File: src/dma_cfg_pkg.sv
/* Configuration definitions shared by the register file and the burst engine.
   Holds the instruction opcodes, field widths and the transfer configuration. */
package dma_cfg_pkg;

    // Field widths of the configuration registers
    localparam int MEM_ADDR_W = 9;
    localparam int BLOCK_W    = 10;
    localparam int BURST_W    = 8;

    localparam int MEM_DEPTH  = 2 ** MEM_ADDR_W;

    // Opcode carried on the custom instruction port
    typedef enum logic [2:0] {
        RW_MEMORY           = 3'd0,
        RW_BUS_START_ADD    = 3'd1,
        RW_MEMORY_START_ADD = 3'd2,
        RW_BLOCK_SIZE       = 3'd3,
        RW_BURST_SIZE       = 3'd4,
        RW_STATUS_CTRL_REG  = 3'd5
    } ci_op_e;

    // Transfer setup handed from the registers to the engine
    typedef struct packed {
        logic [31:0]           bus_start_address;
        logic [MEM_ADDR_W-1:0] memory_start_address;
        logic [BLOCK_W-1:0]    block_size;
        logic [BURST_W-1:0]    burst_size;
        logic                  to_bus;
    } dma_cfg_t;

endpackage

File: src/dma_regs.sv
/* Custom instruction decoder with the DMA configuration and control/status registers.
   Produces the start pulse for the engine and the one-cycle ci_done/ci_result reply. */
`timescale 1ns/1ps

module dma_regs
    import dma_cfg_pkg::*;
(
    input  logic        clock,
    input  logic        rst_n,
    input  logic        ci_start,
    input  logic        ci_write,
    input  ci_op_e      ci_op,
    input  logic [31:0] ci_value_b,
    input  logic [31:0] mem_rdata,
    input  logic        engine_busy,
    input  logic        engine_done,
    input  logic        engine_error,
    output dma_cfg_t    cfg,
    output logic        start,
    output logic        ci_done,
    output logic [31:0] ci_result
);

    dma_cfg_t cfg_q;
    ci_op_e   op_q;
    logic     go_q;
    logic     error_q;
    logic     start_q;
    logic     active;

    // A transfer is running from the go write until done
    assign active = go_q | engine_busy;

    always_ff @(posedge clock or negedge rst_n) begin
        if (!rst_n) begin
            cfg_q   <= '0;
            op_q    <= RW_MEMORY;
            go_q    <= 1'b0;
            error_q <= 1'b0;
            start_q <= 1'b0;
            ci_done <= 1'b0;
        end else begin
            start_q <= 1'b0;
            ci_done <= ci_start;
            if (ci_start) begin
                op_q <= ci_op;
            end

            if (engine_done) begin
                go_q <= 1'b0;
                if (engine_error) begin
                    error_q <= 1'b1;
                end
            end

            if (ci_start && ci_write) begin
                case (ci_op)
                    RW_BUS_START_ADD:    cfg_q.bus_start_address <= ci_value_b;
                    RW_MEMORY_START_ADD: cfg_q.memory_start_address <= ci_value_b[MEM_ADDR_W-1:0];
                    RW_BLOCK_SIZE:       cfg_q.block_size <= ci_value_b[BLOCK_W-1:0];
                    RW_BURST_SIZE:       cfg_q.burst_size <= ci_value_b[BURST_W-1:0];
                    RW_STATUS_CTRL_REG: begin
                        // Control is frozen while a transfer runs
                        if (!active) begin
                            cfg_q.to_bus <= ci_value_b[1];
                            if (ci_value_b[0]) begin
                                go_q    <= 1'b1;
                                start_q <= 1'b1;
                                error_q <= 1'b0;
                            end
                        end
                    end
                    default: ;
                endcase
            end
        end
    end

    // Read mux works on the opcode captured with ci_start
    always_comb begin
        case (op_q)
            RW_MEMORY:           ci_result = mem_rdata;
            RW_BUS_START_ADD:    ci_result = cfg_q.bus_start_address;
            RW_MEMORY_START_ADD: ci_result = 32'(cfg_q.memory_start_address);
            RW_BLOCK_SIZE:       ci_result = 32'(cfg_q.block_size);
            RW_BURST_SIZE:       ci_result = 32'(cfg_q.burst_size);
            // Bit 3 error, bit 2 busy, bit 1 to_bus, bit 0 go
            RW_STATUS_CTRL_REG:  ci_result = {28'd0, error_q, engine_busy, cfg_q.to_bus, go_q};
            default:             ci_result = '0;
        endcase
    end

    assign cfg   = cfg_q;
    assign start = start_q;

endmodule

File: config.mk
export PLATFORM = sky130hd
export DESIGN_NAME = dma_regs
export DESIGN_NICKNAME = d
export VERILOG_FILES = /design/src/dma_cfg_pkg.sv /design/src/dma_regs.sv
export SDC_FILE = /design/constraint.sdc
export NUM_CORES = 1
export LEC_CHECK = 0
export BUFFER_PORTS_ARGS = -buffer_cell sky130_fd_sc_hd__buf_2
export CORE_MARGIN = 2
export CORE_UTILIZATION = 40
export CTS_CLUSTER_DIAMETER = 200
export DETAILED_ROUTE_END_ITERATION = 12
export HOLD_SLACK_MARGIN = 0.05
export PLACE_DENSITY = 0.75
export RECOVER_POWER = 50
export SLEW_MARGIN = 20
export SYNTH_ARGS = -nofsm -noshare
export SYNTH_HDL_FRONTEND = slang
export SYNTH_SLANG_ARGS = --single-unit
File: constraint.sdc
create_clock -name clock -period 1.5 [get_ports clock]
set_input_delay 0.3 -clock clock [delete_from_list [all_inputs] [get_ports clock]]
set_output_delay 0.3 -clock clock [all_outputs]
set_load 0.01 [all_outputs]
==> metrics.cfg <==
[status]
status = finished, violations left
violations = negative setup slack

[timing]
fmax_mhz = 519
finClkSkew_ns = 0.000384
period_share_pct = 128
setup_viol = 32
setup_ws_ns = -0.425
hold_viol_final = 0
slew-limit-headroom_pct = 38.3
worst_pin_slew_ns = 0.926
rsz0062_at_grt = yes
fin_crit_ns = 1.93
slew_violations = 0

[floorplanning]
coreArea_um2 = 8090
row_count = 33
die_height_um = 94.8
start_util_pct = 40.8
die_w_um = 94.8
die_area_um2 = 8990
ios = 168

[synthesis]
syn_area_um2 = 3300
ys_seq_area_share_pct = 50.8
ys.flop_type = dfrtp_1
synth-edff-count = 0
async_flop_share_pct = 100
synth-seq-cells = 67
avgSynthCellArea_um2 = 13.0
synthCells = 253
synth_cell_types = 31
syn_nets = 327
ys_warn_count = 0

[job]
drv_cap = 0

[worst_setup_path]
arrival_ns = 1.63
criticalPathCategory = reg2out
crit_fanout = 5
reg2reg_to = cfg[0]
rrSetupSlack_ns = 0.31
end_kind = output pin
r2r_start = go_q
r2r_cells = 3
crit_required_ns = 1.20
start_kind = flop

[global_routing]
grt_pass1_vias = 2788
grt_first_pass_wirelength_um = 13900
grt_antenna_before_repair = 0
track_usage_pct = 20.0
grt_max_degree = 68
grt_remaining_overflow = 0

[finish]
area_growth_pct = 54.7
nNetsFinal = 530
antenna_cells = 0
final_common_cell = buf_2
drive_gt1_share_pct = 70.3
final_cell_mix = 158 x buf_2, 65 x dfrtp_1, 60 x mux2_2
stdcell_count = 566
fillers = 685

[cts]
insertion_delay_ns = 0.34
tritoncts = done
cts.clk_slew.worst_paths_ns = 0.08
numCtsBuffers = 9
cts.sinks = 67
clk_path_buf_depth = 2
cts.htree.levels = 3
cts_root_buf = clkbuf_8

[power]
total_leakage_power_nw = 2.50
totalPowerFinal_mw = 6.39
power_density_nw_per_um2 = 1250
peakVddDrop_mv = 0.675

[hold_path]
whs_endpoint = cfg[39]
worstHoldPathCells = 2
worstHoldPathType = in2reg
hold_start = ci_value_b[11]

[route]
first_pass_iters = 4
vias = 2848
vias_per_cell = 5.03
wirelength_um = 9140
route.detailed.drc = 0
postRouteAntennaNets = 0
routedWlPerCell_um = 16.1
drt_iter0_drc = 61

[placement]
globalplace.congestion = 0.778
port_buffers = 167
dp.cells = 545
pre_cts_ws_ns = -0.120
dpl.hpwl_um = 6640

[worst max path at each step]
stage | depth (start not counted) | end | startpoint
2_1_floorplan | 5 | ci_result[10] | op_q[2]
3_3_place_gp | 5 | ci_result[4] | op_q[1]
3_5_place_dp | 5 | cfg[29] | ci_op[2]
4_1_cts | 3 | ci_result[7] | op_q[0]
5_1_grt | 3 | ci_result[7] | op_q[0]
6_report | 3 | ci_result[7] | op_q[0]
[what timing repair did]
item                                   CTS  global route
gates cloned                             1             0
endpoints found under the hold margin   67             0
setup endpoints to repair               32            32
hold buffers                             1             0
buffers inserted                         3             0
pin swaps                                2             1
gates resized for setup                  9            16
[registers in the layout (all words and copies together) (netlist names)]
signal	cells
go_q	1
cfg	60
error_q	1
ci_done	1
start	1
op_q	3
[metrics by stage]
step	hold WS, ns	TNS, ns	util, %	area (um2)
floorplan	0.00441	-0.330	-	3590
global placement	0.347	-2.10	59.0	4780
detailed placement	0.348	-4.86	59.0	4780
CTS	0.157	-12.48	63.2	5110
global route	0.172	-14.03	63.0	5100
finish	0.173	-11.68	63.0	5100
[cell usage after synthesis (all sizes together) (2+ instances only)]
library cell	instances	area, um2
mux4	2	45.0
o22a	4	35.0
inv	3	11.3
a211o	3	26.3
nor2	29	111
mux2	62	698
mux2i	41	410
nor3	4	20.0
clkbuf	2	7.51
o21ai	5	25.0
nand2	2	10.0
buf	12	72.6
nand2b	4	25.0
dfrtp	67	1680
[worst max-delay path, stage by stage, from the launching register on]
cell and delay [ns]:
dfrtp_2 0.44, mux4_2 0.52, a22o_1 0.20, buf_2 0.14
[power breakdown]
part | switching, mW | total [mW] | leakage, nW | internal, mW
Sequential | 0.345 | 2.54 | 0.818 | 2.20
Clock | 0.721 | 1.70 | 0.108 | 0.981
Combinational | 0.990 | 2.15 | 1.57 | 1.16
Total | 2.06 | 6.39 | 2.50 | 4.33
[layout make-up]
type / instances / area (um2) / share of cell area (%)
inverters: 3 / 11.3 / 0.221
clock buffers: 10 / 138 / 2.70
multi-input cells: 169 / 1830 / 35.9
well taps: 105 / 131 / 2.58
flip-flops and latches: 67 / 1680 / 32.9
clock inverters: 6 / 88.8 / 1.74
repair buffers: 206 / 1220 / 23.9
[metal layers]
metal	vias up	share of wire (%)	global-route usage (%)	routed length (um)
met5	-	0	0	0
met4	0	1.3	7.25	121
met3	11	7.5	3.91	689
met2	118	51	35.6	4630
met1	1402	40	23.8	3700
li1	1317	-	-	-
[logic make-up (layout without fill, tap and decap cells)]
family                 count (synthesis)  count (layout)  synth area share [%]
buffers and inverters                 17             225                  2.77
AND/OR/NAND/NOR                       48              48                  7.93
flip-flops                            67              67                  50.8
AO/OA/AOI/OAI                         16              16                  3.49
multiplexers                         105             105                  35.0
(Power assumes the default switching activity.)
