## src/dma_cfg_pkg.sv

```systemverilog
/* Configuration definitions shared by the register file and the burst engine.
   Holds the instruction opcodes, field widths and the transfer configuration. */
package dma_cfg_pkg;

    // Field widths of the configuration registers
    localparam int MEM_ADDR_W = 9;
    localparam int BLOCK_W    = 10;
    localparam int BURST_W    = 8;

    localparam int MEM_DEPTH  = 2 ** MEM_ADDR_W;

    // Opcode carried on the custom instruction port
    typedef enum logic [2:0] {
        RW_MEMORY           = 3'd0,
        RW_BUS_START_ADD    = 3'd1,
        RW_MEMORY_START_ADD = 3'd2,
        RW_BLOCK_SIZE       = 3'd3,
        RW_BURST_SIZE       = 3'd4,
        RW_STATUS_CTRL_REG  = 3'd5
    } ci_op_e;

    // Transfer setup handed from the registers to the engine
    typedef struct packed {
        logic [31:0]           bus_start_address;
        logic [MEM_ADDR_W-1:0] memory_start_address;
        logic [BLOCK_W-1:0]    block_size;
        logic [BURST_W-1:0]    burst_size;
        logic                  to_bus;
    } dma_cfg_t;

endpackage

```

## src/dma_bus_pkg.sv

```systemverilog
/* Shared bus signal bundles seen from the DMA master.
   bus_out_t is driven by the engine, bus_in_t comes back from the bus. */
package dma_bus_pkg;

    import dma_cfg_pkg::*;

    localparam int ADDR_DATA_W = 32;

    // Byte step between consecutive 32-bit words
    localparam int ADDR_STEP = 4;

    // Master side of the bus
    typedef struct packed {
        logic [ADDR_DATA_W-1:0] address_data;
        logic [BURST_W-1:0]     burst_size;
        logic                   read_n_write;
        logic                   begin_transaction;
        logic                   end_transaction;
        logic                   data_valid;
    } bus_out_t;

    // Slave side of the bus
    typedef struct packed {
        logic [ADDR_DATA_W-1:0] address_data;
        logic                   end_transaction;
        logic                   data_valid;
        logic                   busy;
        logic                   error;
    } bus_in_t;

endpackage

```

## src/dma_burst_engine.sv

```systemverilog
/* Bus master FSM that splits a block into bursts and moves words between
   the shared bus and local memory in either direction. */
`timescale 1ns/1ps

module dma_burst_engine
    import dma_cfg_pkg::*;
    import dma_bus_pkg::*;
(
    input  logic                  clock,
    input  logic                  rst_n,
    input  dma_cfg_t              cfg,
    input  logic                  start,
    output logic                  busy,
    output logic                  done,
    output logic                  error,
    output logic                  request,
    input  logic                  grant,
    input  bus_in_t               bus_in,
    output bus_out_t              bus_out,
    output logic                  mem_we,
    output logic [MEM_ADDR_W-1:0] mem_addr,
    output logic [31:0]           mem_wdata,
    input  logic [31:0]           mem_rdata
);

    typedef enum logic [2:0] {
        S_IDLE,
        S_REQ,
        S_BEGIN,
        S_DATA,
        S_END
    } state_e;

    state_e                 state_q;
    logic [ADDR_DATA_W-1:0] bus_addr_q;
    logic [MEM_ADDR_W-1:0]  mem_addr_q;
    logic [BLOCK_W-1:0]     remaining_q;
    logic [BURST_W:0]       burst_cnt_q;
    logic [BURST_W-1:0]     burst_size_q;
    logic                   to_bus_q;
    logic                   done_q;
    logic                   error_q;

    logic [BURST_W:0]       burst_words;
    logic                   rd_accept;
    logic                   wr_accept;
    logic [BLOCK_W-1:0]     remaining_next;

    // Full burst or the shorter tail of the block
    assign burst_words = (remaining_q > BLOCK_W'(burst_size_q)) ?
                         (BURST_W+1)'(burst_size_q) + 1'b1 : remaining_q[BURST_W:0];

    assign rd_accept = (state_q == S_DATA) && !to_bus_q && bus_in.data_valid;
    assign wr_accept = (state_q == S_DATA) && to_bus_q && !bus_in.busy;
    assign remaining_next = remaining_q - BLOCK_W'(rd_accept | wr_accept);

    assign busy    = (state_q != S_IDLE);
    assign request = (state_q != S_IDLE);
    assign done    = done_q;
    assign error   = error_q;

    assign mem_we    = rd_accept;
    assign mem_wdata = bus_in.address_data;
    // Prefetch the next word as soon as the current one is taken
    assign mem_addr  = wr_accept ? mem_addr_q + 1'b1 : mem_addr_q;

    always_comb begin
        bus_out = '0;
        case (state_q)
            S_BEGIN: begin
                if (grant) begin
                    bus_out.begin_transaction = 1'b1;
                    bus_out.address_data      = bus_addr_q;
                    bus_out.burst_size        = BURST_W'(burst_cnt_q - 1'b1);
                    bus_out.read_n_write      = !to_bus_q;
                end
            end
            S_DATA: begin
                if (to_bus_q) begin
                    bus_out.data_valid   = 1'b1;
                    bus_out.address_data = mem_rdata;
                end
            end
            S_END: bus_out.end_transaction = 1'b1;
            default: ;
        endcase
    end

    always_ff @(posedge clock or negedge rst_n) begin
        if (!rst_n) begin
            state_q      <= S_IDLE;
            bus_addr_q   <= '0;
            mem_addr_q   <= '0;
            remaining_q  <= '0;
            burst_cnt_q  <= '0;
            burst_size_q <= '0;
            to_bus_q     <= 1'b0;
            done_q       <= 1'b0;
            error_q      <= 1'b0;
        end else begin
            done_q  <= 1'b0;
            error_q <= 1'b0;
            if (state_q inside {S_BEGIN, S_DATA, S_END} && bus_in.error) begin
                // Slave error aborts the whole block
                state_q <= S_IDLE;
                done_q  <= 1'b1;
                error_q <= 1'b1;
            end else begin
                case (state_q)
                    S_IDLE: begin
                        if (start) begin
                            bus_addr_q   <= cfg.bus_start_address;
                            mem_addr_q   <= cfg.memory_start_address;
                            remaining_q  <= cfg.block_size;
                            burst_size_q <= cfg.burst_size;
                            to_bus_q     <= cfg.to_bus;
                            if (cfg.block_size == '0) begin
                                done_q <= 1'b1;
                            end else begin
                                state_q <= S_REQ;
                            end
                        end
                    end
                    S_REQ: begin
                        if (grant) begin
                            burst_cnt_q <= burst_words;
                            state_q     <= S_BEGIN;
                        end
                    end
                    S_BEGIN: state_q <= grant ? S_DATA : S_REQ;
                    S_DATA: begin
                        if (rd_accept || wr_accept) begin
                            bus_addr_q  <= bus_addr_q + ADDR_STEP;
                            mem_addr_q  <= mem_addr_q + 1'b1;
                            remaining_q <= remaining_next;
                            burst_cnt_q <= burst_cnt_q - 1'b1;
                        end
                        if (to_bus_q) begin
                            if (wr_accept && burst_cnt_q == (BURST_W+1)'(1)) begin
                                state_q <= S_END;
                            end
                        end else if (bus_in.end_transaction) begin
                            if (remaining_next == '0) begin
                                state_q <= S_IDLE;
                                done_q  <= 1'b1;
                            end else begin
                                state_q <= S_REQ;
                            end
                        end
                    end
                    S_END: begin
                        if (remaining_q == '0) begin
                            state_q <= S_IDLE;
                            done_q  <= 1'b1;
                        end else begin
                            state_q <= S_REQ;
                        end
                    end
                    default: state_q <= S_IDLE;
                endcase
            end
        end
    end

endmodule

```

## config.mk

```make
export PLATFORM = sky130hd
export DESIGN_NAME = dma_burst_engine
export DESIGN_NICKNAME = d
export VERILOG_FILES = /design/src/dma_cfg_pkg.sv /design/src/dma_bus_pkg.sv /design/src/dma_burst_engine.sv
export SDC_FILE = /design/constraint.sdc
export NUM_CORES = 1
export LEC_CHECK = 0
export BUFFER_PORTS_ARGS = -buffer_cell sky130_fd_sc_hd__buf_2
export CORE_MARGIN = 2
export CORE_UTILIZATION = 50
export CTS_CLUSTER_SIZE = 24
export DETAILED_ROUTE_END_ITERATION = 6
export PLACE_DENSITY = 0.82
export SLEW_MARGIN = 20
export SYNTH_ARGS = -nofsm -noshare
export SYNTH_HDL_FRONTEND = slang
export SYNTH_SLANG_ARGS = --single-unit
```

## constraint.sdc

```tcl
create_clock -name clock -period 3.65 [get_ports clock]
set_input_delay 0.5475 -clock clock [delete_from_list [all_inputs] [get_ports clock]]
set_output_delay 0.5475 -clock clock [all_outputs]
set_load 0.05 [all_outputs]
```

==> run metrics, run 1 <==
worst min path class input pin to async pin; GPL Wtd Cong 0.8867; IO Count 222; Die Y 110.9 µm; Post-Syn Area 0.005712 mm²; Adder-Cell Fraction of Synth Area 0.03286; top cell type's share of synthesized area 0.3242; Layout area overhead 14.85%; Clock Skew 0.007857 ns; Routed WL 16,010 µm; RR Startpoint to_bus_q$_DFFE_PN0P_; DRT Pass-1 Iters 5; All-Layer GR Usage 0.2544; FFs w/ async S/R, synth 1.000; first-pass GRT wire length 25,850 µm; FF-to-FF setup slack 0.71 ns; unrepaired setup endpoints after global routing no; CP required 3.10 ns; pin count of the biggest net entering global routing 75; Seq/Total Area, Yosys 0.3242; Port Buf Inserts 157; clk buf depth 2; CTS tree done; largest family of logic cells by synthesized area compound AO/OA/AOI/OAI gates; Critical Path Start Type flip-flop; syn_nets 894; Final #Nets 987; ant diodes 0; Setup CP Type flip-flop to primary output; root buf cell clkbuf_16; Post-Synth XOR/XNOR Area 0.03220; share of cells above drive strength 1 0.2331; Max-Cap Viols 0; status finished, final reports clean; Starting DRT DRC Count 488; DIE WIDTH 110.9 µm; Lkg Pwr 2.927 nW; Critical Path AT 2.46 ns; vias in the first global route 5,295; H-tree depth 3; syn_area_per_cell 7.646 µm²; Cells after Synth 747; cell total after placement 972; Routed WL per cell 16.20 µm; Relative slew margins 0.3510; DP Worst Slack 0.5244 ns; cts bufs inserted 9; Worst R2R Path Depth 10; Rows 39; non-filler cells, final 988; Yosys warnings 0; max-slew violations 0; synth top area cells dfrtp_1 (32%), nor2_1 (7.2%), a21oi_1 (5.3%), nand2_1 (5.2%), a22oi_1 (5.0%); initial antenna violation count 0; synthesized flop and latch total 74; Skew-Pair Late Insertion Delay 0.34 ns; CP Capture Type primary output; post-CTS setup-driven buffer insertion count 0; power density over the cells 874.7 mW/mm²; Final Hold Slack 0.3211 ns; Max FO, Critical Path 12; Setup-failing EPs final 0; Worst Max-Slew Pin Slew 0.9735 ns; post-route clock period utilization 0.8239; total grt overflow 0; hold buffer count at CTS 0; initial core utilization 0.5067; Final Core Density 0.5820; CTS sink count 74; setup ws final 0.6429 ns; Routed Antenna Nets 0; die area 0.01229 mm²; DP HPWL 11,610 µm; Hold Vio Cnt, Final 0; post-layout min period 3.007 ns; Main synth FF type dfrtp_1; sum of negative setup slack 0 ns; top-count cell post-synth nor2_1; routed via count 5,933; Post-synth EDFFs 0; area of the core 0.01127 mm²; Clock transition at path regs 0.06 ns; Yosys top cell by area dfrtp_1; DRC 0; RR Endpoint state_q[0]$_DFFE_PN0P_; Post-synth top cells nor2_1 (109), nand2_1 (79), dfrtp_1 (74), a21oi_1 (61), o21ai_0 (53); Synth Area in Simple Gates 0.2556; Compound-Gate Fraction of Synth Area 0.2574; f_max 332.5 MHz; count of different cell masters after synthesis 65; VDD IR max 0.3370 mV; cts repair resizes 0; multiplexer share of the synthesized area 0.001972; via/cell ratio 6.005
[critical path, cell delays in order, from the launching register on]
cell and delay [ns]:
dfrtp_1 0.49, nand4b_1 0.43, nor2_1 0.58, nand2_1 0.13, xnor2_1 0.20, buf_2 0.29
[metrics by stage]
step | cell area, µm² | total power [mW]
2_1_floorplan | 5712 | 4.229
6_report | 6560 | 5.738
3_5_place_dp | 6295 | 4.889
5_1_grt | 6560 | 6.177
3_3_place_gp | 6295 | 4.823
4_1_cts | 6560 | 5.706
[routing by layer]
layer	vias up	global-route usage	part of all wire
met1	2774	0.3391	0.44
met4	0	0.1033	0.028
met3	37	0.05303	0.074
li1	2858	-	-
met5	-	0	0
met2	264	0.4057	0.46
[state kept, by name, summed over array words and instances (netlist names)]
register / cells
done: 1
error: 1
to_bus_q: 1
mem_addr_q: 9
burst_cnt_q: 9
state_q: 3
burst_size_q: 8
remaining_q: 10
bus_addr_q: 32
[final cells by class]
cell class	instances	area [µm²]
Sequential cell	74	1852
Fill cell	1031	4712
Timing Repair Buffer	166	868.3
Multi-Input combinational cell	571	3328
Clock buffer	12	236.5
Clock inverter	4	28.78
Inverter	18	67.56
Tap cell	143	178.9
[worst max-delay path by stage]
stage	slack [ns]	from	end
6_report	0.64	state_q[2]$_DFFE_PN0P_	mem_addr[7]
5_1_grt	0.40	to_bus_q$_DFFE_PN0P_	state_q[0]$_DFFE_PN0P_
4_1_cts	0.69	state_q[2]$_DFFE_PN0P_	mem_addr[7]
3_5_place_dp	0.52	bus_in[1]	state_q[0]$_DFFE_PN0P_
3_3_place_gp	0.60	bus_in[1]	state_q[0]$_DFFE_PN0P_
2_1_floorplan	0.40	state_q[2]$_DFFE_PN0P_	state_q[0]$_DFFE_PN0P_
[kinds of logic after synthesis]
logic type / Yosys count
and+or+nand+nor: 307
muxes: 1
buffers and inverters: 102
DFF: 74
AOI/OAI and AO/OA: 227
adders and majority gates: 15
xor gates and xnor gates: 21
[cell usage in the layout (no fill, tap or decap), types with 11 or more instances in the layout]
master and count:
a31oi_1 11, buf_2 156, nor3_1 19, nand3_1 28, o21ai_0 53, ha_1 15
and3_1 13, nor2_1 108, o22ai_1 12, dfrtp_1 74, inv_1 18, nand2_1 79
a22oi_1 38, a21oi_1 61, xnor2_1 17
[power breakdown]
group / internal, mW / switching [mW] / total [mW]
sequential: 1.21 / 0.574 / 1.79
clock: 0.461 / 0.353 / 0.814
combinational: 1.09 / 2.05 / 3.14
No activity file was read; power rests on OpenSTA's default activity.
==> run 2, diff against run 1 <==
- ABC_AREA: default -> 1
- CORE_UTILIZATION: 50 -> 51
- clock period: 3.65 -> 3.2 ns (I/O delays scaled with it)
==> run metrics, run 2 <==
Post-synth EDFFs 0 (unchanged); syn_area_per_cell 6.425 µm² (-16%); Lkg Pwr 3.561 nW (+22%); most frequent cells in the layout nand2_1 (257), buf_2 (156), nor2_1 (122); initial core utilization 0.5261 (+0.01942); Critical Path AT 3.13 ns (+0.67 ns); synth top area cells dfrtp_1 (31%), nand2_1 (16%), o21ai_0 (8.0%), nor2_1 (7.6%), nand3_1 (6.5%); synthesized flop and latch total 74 (unchanged); most common cell after layout, fill and taps aside nand2_1; Max-Cap Viols 0 (unchanged); Final #Nets 1,193 (+21%); post-CTS setup-driven buffer insertion count 0 (unchanged); Post-Synth XOR/XNOR Area 0.03484 (+0.002639); vias in the first global route 5,984 (+13%); share of cells above drive strength 1 0.1893 (-0.04379); RR Endpoint state_q[0]$_DFFE_PN0P_; All-Layer GR Usage 0.2802 (+0.02578); f_max 344.2 MHz; CP cell instances inv_1, nand3_4, nor2_1, inv_1, o21ai_0, ha_1, ha_1, nand2_1, o21ai_0, nand2_1, nor2_1, nand3_1, o21bai_1, nand2_1, nand2_1, nand2_1; CP required 3.42 ns (+0.32 ns); DP HPWL 13,020 µm (+12%); Die Y 112.8 µm (+1.7%); worst min path class input pin to async pin; syn_nets 1,086 (+21%); largest family of logic cells by synthesized area simple AND/OR/NAND/NOR gates; routed via count 6,475 (+9.1%); VDD IR max 0.5207 mV (+54%); initial antenna violation count 0 (unchanged); post-layout min period 2.906 ns; Setup CP Type flip-flop to flip-flop; DIE WIDTH 112.8 µm (+1.7%); Layout area overhead 15.26%; most frequent CP cell nand2_1; via/cell ratio 5.423 (-9.7%); Clock transition at path regs 0.06 ns (about the same); cell total after placement 1,178 (+21%); pin count of the biggest net entering global routing 75 (unchanged); unrepaired setup endpoints after global routing no; count of different cell masters after synthesis 39 (-40%); FFs w/ async S/R, synth 1.000 (unchanged); Cells after Synth 939 (+26%); Post-Syn Area 0.006033 mm² (+5.6%); cts bufs inserted 9 (unchanged); Critical Path Start Type flip-flop; IO Count 222 (unchanged); Seq/Total Area, Yosys 0.3069 (-0.01728); Hold Vio Cnt, Final 0 (unchanged); non-filler cells, final 1,194 (+21%); CTS sink count 74 (unchanged); Port Buf Inserts 157 (unchanged); Rows 39 (unchanged); Relative slew margins 0.3407 (-0.01027); ant diodes 0 (unchanged); Starting DRT DRC Count 467 (-4.3%); Reg with most FFs bus_addr_q; clk buf depth 2 (unchanged); Post-synth top cells nand2_1 (257), nor2_1 (122), o21ai_0 (97), inv_1 (95), nand3_1 (78); Max FO, Critical Path 11 (-1); Setup-failing EPs final 0 (unchanged); die area 0.01272 mm² (+3.4%); root buf cell clkbuf_16; Critical Path Slowest Stage Cell dfrtp_1; Yosys warnings 0 (unchanged); DRT Pass-1 Iters 5 (unchanged); Clock Skew 0.006424 ns (-0.001433 ns); RR Startpoint state_q[2]$_DFFE_PN0P_; Routed Antenna Nets 0 (unchanged); cts repair resizes 0 (unchanged); Routed WL 17,610 µm (+10%); DRC 0 (unchanged); multiplexer share of the synthesized area 0.001866 (-0.0001051); top cell type's share of synthesized area 0.3069 (-0.01728); Regs by FF count bus_addr_q (32), remaining_q (10); Routed WL per cell 14.75 µm (-9.0%); top-count cell post-synth nand2_1; sum of negative setup slack 0 ns (unchanged); status finished, final reports clean; GPL Wtd Cong 0.9628 (+8.6%); Worst R2R Path Depth 16 (+6); Compound-Gate Fraction of Synth Area 0.1518 (-0.1056); Largest register FFs 32 (unchanged); hold buffer count at CTS 0 (unchanged); Main synth FF type dfrtp_1; CP Capture Type flip-flop; Max stage delay on crit path 0.42 ns (-0.16 ns); Yosys top cell by area dfrtp_1; Worst Max-Slew Pin Slew 0.9889 ns (+0.01541 ns); Synth Area in Simple Gates 0.3455 (+0.08986); FF-to-FF setup slack 0.29 ns (-0.42 ns); Skew-Pair Late Insertion Delay 0.34 ns (about the same); max-slew violations 0 (unchanged); CTS tree done; area of the core 0.01147 mm² (+1.7%); H-tree depth 3 (unchanged); first-pass GRT wire length 28,990 µm (+12%); Adder-Cell Fraction of Synth Area 0.03111 (-0.001751); power density over the cells 1008 mW/mm² (+15%); total grt overflow 0 (unchanged); post-route clock period utilization 0.9080
run 2: layer usage:
| layer | routed length (µm) | vias to the layer above | GRT usage |
|---|---|---|---|
| met5 | 0 | - | 0 |
| met4 | 348 | 0 | 0.07642 |
| met3 | 1309 | 29 | 0.04071 |
| met2 | 8180 | 270 | 0.4607 |
| met1 | 7768 | 2952 | 0.3892 |
| li1 | - | 3224 | - |
run 2: cells by family (layout without fill, tap and decap cells):
group | after synthesis | in the layout
simple gates | 497 | 497
compound gates | 164 | 164
buf+inv | 164 | 276
flops | 74 | 74
xor+xnor | 24 | 24
fa+ha+maj | 15 | 15
mux | 1 | 1
run 2: worst max-delay path: cells and delay by family, from the launching register on:
family	cells	cell delay, ns
simple gates	9	1.03
buf+inv	2	0.26
compound gates	3	0.48
fa+ha+maj	2	0.62
flops	1	0.42
run 2: metrics by stage:
step                      hold slack, ns  setup slack [ns]  cell area [µm²]  power [mW]    util
after floorplan                   0.1844            0.5282             6033       5.034       -
after CTS                         0.3525            0.3396             6954       6.998  0.6064
after global placement            0.4666            0.5363             6650       5.843  0.5799
final                             0.3011            0.2944             6954       7.013  0.6064
after detailed placement          0.4699            0.3633             6650       5.923  0.5799
after global routing              0.3500           0.04976             6954       7.633  0.6064
run 2: how the worst max path moves through the flow:
stage                      startpoint                      to  slack, ns  cells after the start
6_report       state_q[2]$_DFFE_PN0P_  state_q[0]$_DFFE_PN0P_       0.29                     16
3_5_place_dp   state_q[2]$_DFFE_PN0P_  state_q[0]$_DFFE_PN0P_       0.36                     16
3_3_place_gp   state_q[2]$_DFFE_PN0P_  state_q[0]$_DFFE_PN0P_       0.54                     16
2_1_floorplan  state_q[2]$_DFFE_PN0P_             bus_out[36]       0.53                      7
4_1_cts        state_q[2]$_DFFE_PN0P_  state_q[0]$_DFFE_PN0P_       0.34                     16
5_1_grt        state_q[2]$_DFFE_PN0P_  state_q[0]$_DFFE_PN0P_       0.05                     16
run 2: cell type report:
class / count / area (µm²)
clock inverter: 6 / 65.06
multi-input combinational: 701 / 3418
timing repair buffer: 164 / 840.8
fill: 1087 / 4513
inverter: 96 / 360.3
tap: 143 / 178.9
sequential: 74 / 1852
clock buffer: 10 / 239.0
run 2: where the power goes:
group          switching, mW  internal (mW)
clock network          0.425          0.627
logic                   2.83           1.20
registers              0.539           1.40
total                   3.79           3.22
==> run 3, diff against run 2 <==
- SETUP_SLACK_MARGIN: default -> 0.3
==> run metrics, run 3 (synthesized netlist as in run 2, its figures left out) <==
status finished, final reports clean; RR Startpoint state_q[2]$_DFFE_PN0P_; cell family with most CP delay simple AND/OR/NAND/NOR gates; share of cells above drive strength 1 0.1945 (+0.005154); Crit. Startpoint state_q[2]$_DFFE_PN0P_; ant diodes 0 (unchanged); most frequent cells in the layout nand2_1 (257), buf_2 (156), nor2_1 (121); Worst R2R Path Depth 16 (unchanged); post-route clock period utilization 0.8552 (-0.05283); unrepaired setup endpoints after global routing yes; GPL Wtd Cong 0.9628 (unchanged); Clock transition at path regs 0.06 ns (about the same); DRC 0 (unchanged); Layout area overhead 15.80%; sequential power share 0.275 (about the same); Regs by FF count bus_addr_q (32), remaining_q (10); Final Hold Slack 0.3016 ns (+0.0005640 ns); setup ws final 0.4634 ns (+0.1690 ns); final instance area 0.006987 mm² (+0.47%); Routed WL 17,750 µm (+0.80%); FF-to-FF setup slack 0.46 ns (+0.17 ns); Routed Antenna Nets 0 (unchanged); DP HPWL 13,020 µm (unchanged); hold buffer count at CTS 0 (unchanged); Sw Share 0.5411 (about the same); non-filler cells, final 1,197 (+0.25%); Lkg Pwr 3.573 nW (+0.34%); clock power share 0.150 (about the same); CP required 3.43 ns (about the same); Max-Cap Viols 0 (unchanged); Net Sw Power 3.809 mW (+0.44%); IO Count 222 (unchanged); Critical Path Slowest Stage Cell dfrtp_1; P_int 3.230 mW (+0.31%); Reg with most FFs bus_addr_q; area of the core 0.01147 mm² (unchanged); CTS sink count 74 (unchanged); initial antenna violation count 0 (unchanged); CTS tree done; Stages on worst setup path 16 (unchanged); CP cell instances inv_1, nand3_4, nor2_2, inv_1, o21ai_0, ha_2, ha_2, nand2_1, o21ai_0, nand2_1, nor2_1, nand3_1, o21bai_1, nand2_1, nand2_1, nand2_1; dpl cell area 0.006650 mm² (unchanged); VDD IR max 0.5352 mV (+2.8%); Routed WL per cell 14.83 µm (+0.55%); power density over the cells 1007 mW/mm² (about the same); Final #Nets 1,196 (+0.25%); Clock Skew 0.005862 ns (-0.0005615 ns); DRT Pass-1 Iters 5 (unchanged); worst min path class input pin to async pin; Skew-Pair Late Insertion Delay 0.34 ns (about the same); first-pass GRT wire length 28,990 µm (unchanged); Critical Path Start Type flip-flop; Starting DRT DRC Count 512 (+9.6%); Final Core Density 0.6093 (+0.002836); f_max 365.4 MHz (+6.2%); via/cell ratio 5.428 (about the same); most frequent CP cell nand2_1; Worst Max-Slew Pin Slew 0.9916 ns (+0.002671 ns); DIE WIDTH 112.8 µm (unchanged); Setup CP Type flip-flop to flip-flop; Hold Vio Cnt, Final 0 (unchanged); Critical path buffers and inverters 2 (unchanged); cell total after placement 1,178 (unchanged); Tot Pwr 7.039 mW (+0.38%); Largest register FFs 32 (unchanged); CP Capture Type flip-flop; Port Buf Inserts 157 (unchanged); die area 0.01272 mm² (unchanged); vias in the first global route 5,984 (unchanged); total grt overflow 0 (unchanged); Relative slew margins 0.3390 (-0.001780); Critical Path AT 2.96 ns (-0.17 ns); Die Y 112.8 µm (unchanged); All-Layer GR Usage 0.2802 (unchanged); Rows 39 (unchanged); cts bufs inserted 9 (unchanged); clk buf depth 2 (unchanged); routed via count 6,497 (+0.34%); sum of negative setup slack 0 ns (unchanged); Logic pwr share 0.575 (about the same); initial core utilization 0.5261 (unchanged); post-layout min period 2.737 ns (-0.1690 ns); max-slew violations 0 (unchanged); pin count of the biggest net entering global routing 75 (unchanged); Max stage delay on crit path 0.43 ns (about the same); most common cell after layout, fill and taps aside nand2_1; Setup-failing EPs final 0 (unchanged); Max FO, Critical Path 11 (unchanged); RR Endpoint state_q[0]$_DFFE_PN0P_; H-tree depth 3 (unchanged); DP Worst Slack 0.3633 ns (unchanged); root buf cell clkbuf_16
-- run 3: metal layers --
layer | vias to the layer above | track usage | part of all wire
met4 | 0 | 0.07642 | 0.021
met5 | - | 0 | 0
met1 | 2962 | 0.3892 | 0.44
met2 | 276 | 0.4607 | 0.46
met3 | 32 | 0.04071 | 0.073
li1 | 3227 | - | -
-- run 3: worst max-delay path by stage --
stage	end	slack, ns
after floorplan	bus_out[36]	0.53
after global placement	state_q[0]$_DFFE_PN0P_	0.54
after detailed placement	state_q[0]$_DFFE_PN0P_	0.36
after CTS	state_q[0]$_DFFE_PN0P_	0.34
after global routing	state_q[0]$_DFFE_PN0P_	0.29
final	state_q[0]$_DFFE_PN0P_	0.46
-- run 3: repair_timing --
item | 4_1_cts | 5_1_grt
buffers inserted | 0 | 3
resized for setup | 0 | 5
endpoints found under the setup margin | 0 | 8
hold endpoints to repair | 0 | 0
-- run 3: power groups by stage --
stage | combinational [mW] | sequential [mW] | clock (mW)
6_report | 4.05 | 1.94 | 1.06
4_1_cts | 4.01 | 1.93 | 1.06
3_5_place_dp | 3.99 | 1.94 | 0
2_1_floorplan | 3.25 | 1.78 | 0
5_1_grt | 4.54 | 2.01 | 1.10
3_3_place_gp | 3.91 | 1.93 | 0
-- run 3: cell type report --
cell class / count / area [µm²]
fillers: 1086 / 4481
multi-input cells: 701 / 3426
flip-flops and latches: 74 / 1852
repair buffers: 167 / 863.3
inverters: 96 / 362.8
clock buffers: 10 / 239.0
well taps: 143 / 178.9
clock inverters: 6 / 65.06
-- run 3: worst register-to-register path, stage by stage (launching register included) --
cell and delay [ns]:
dfrtp_1 0.43, inv_1 0.15, nand3_4 0.19, nor2_2 0.21, inv_1 0.09, o21ai_0 0.18, ha_2 0.26, ha_2 0.23
nand2_1 0.09, o21ai_0 0.17, nand2_1 0.10, nor2_1 0.12, nand3_1 0.10, o21bai_1 0.15, nand2_1 0.07, nand2_1 0.05
nand2_1 0.04
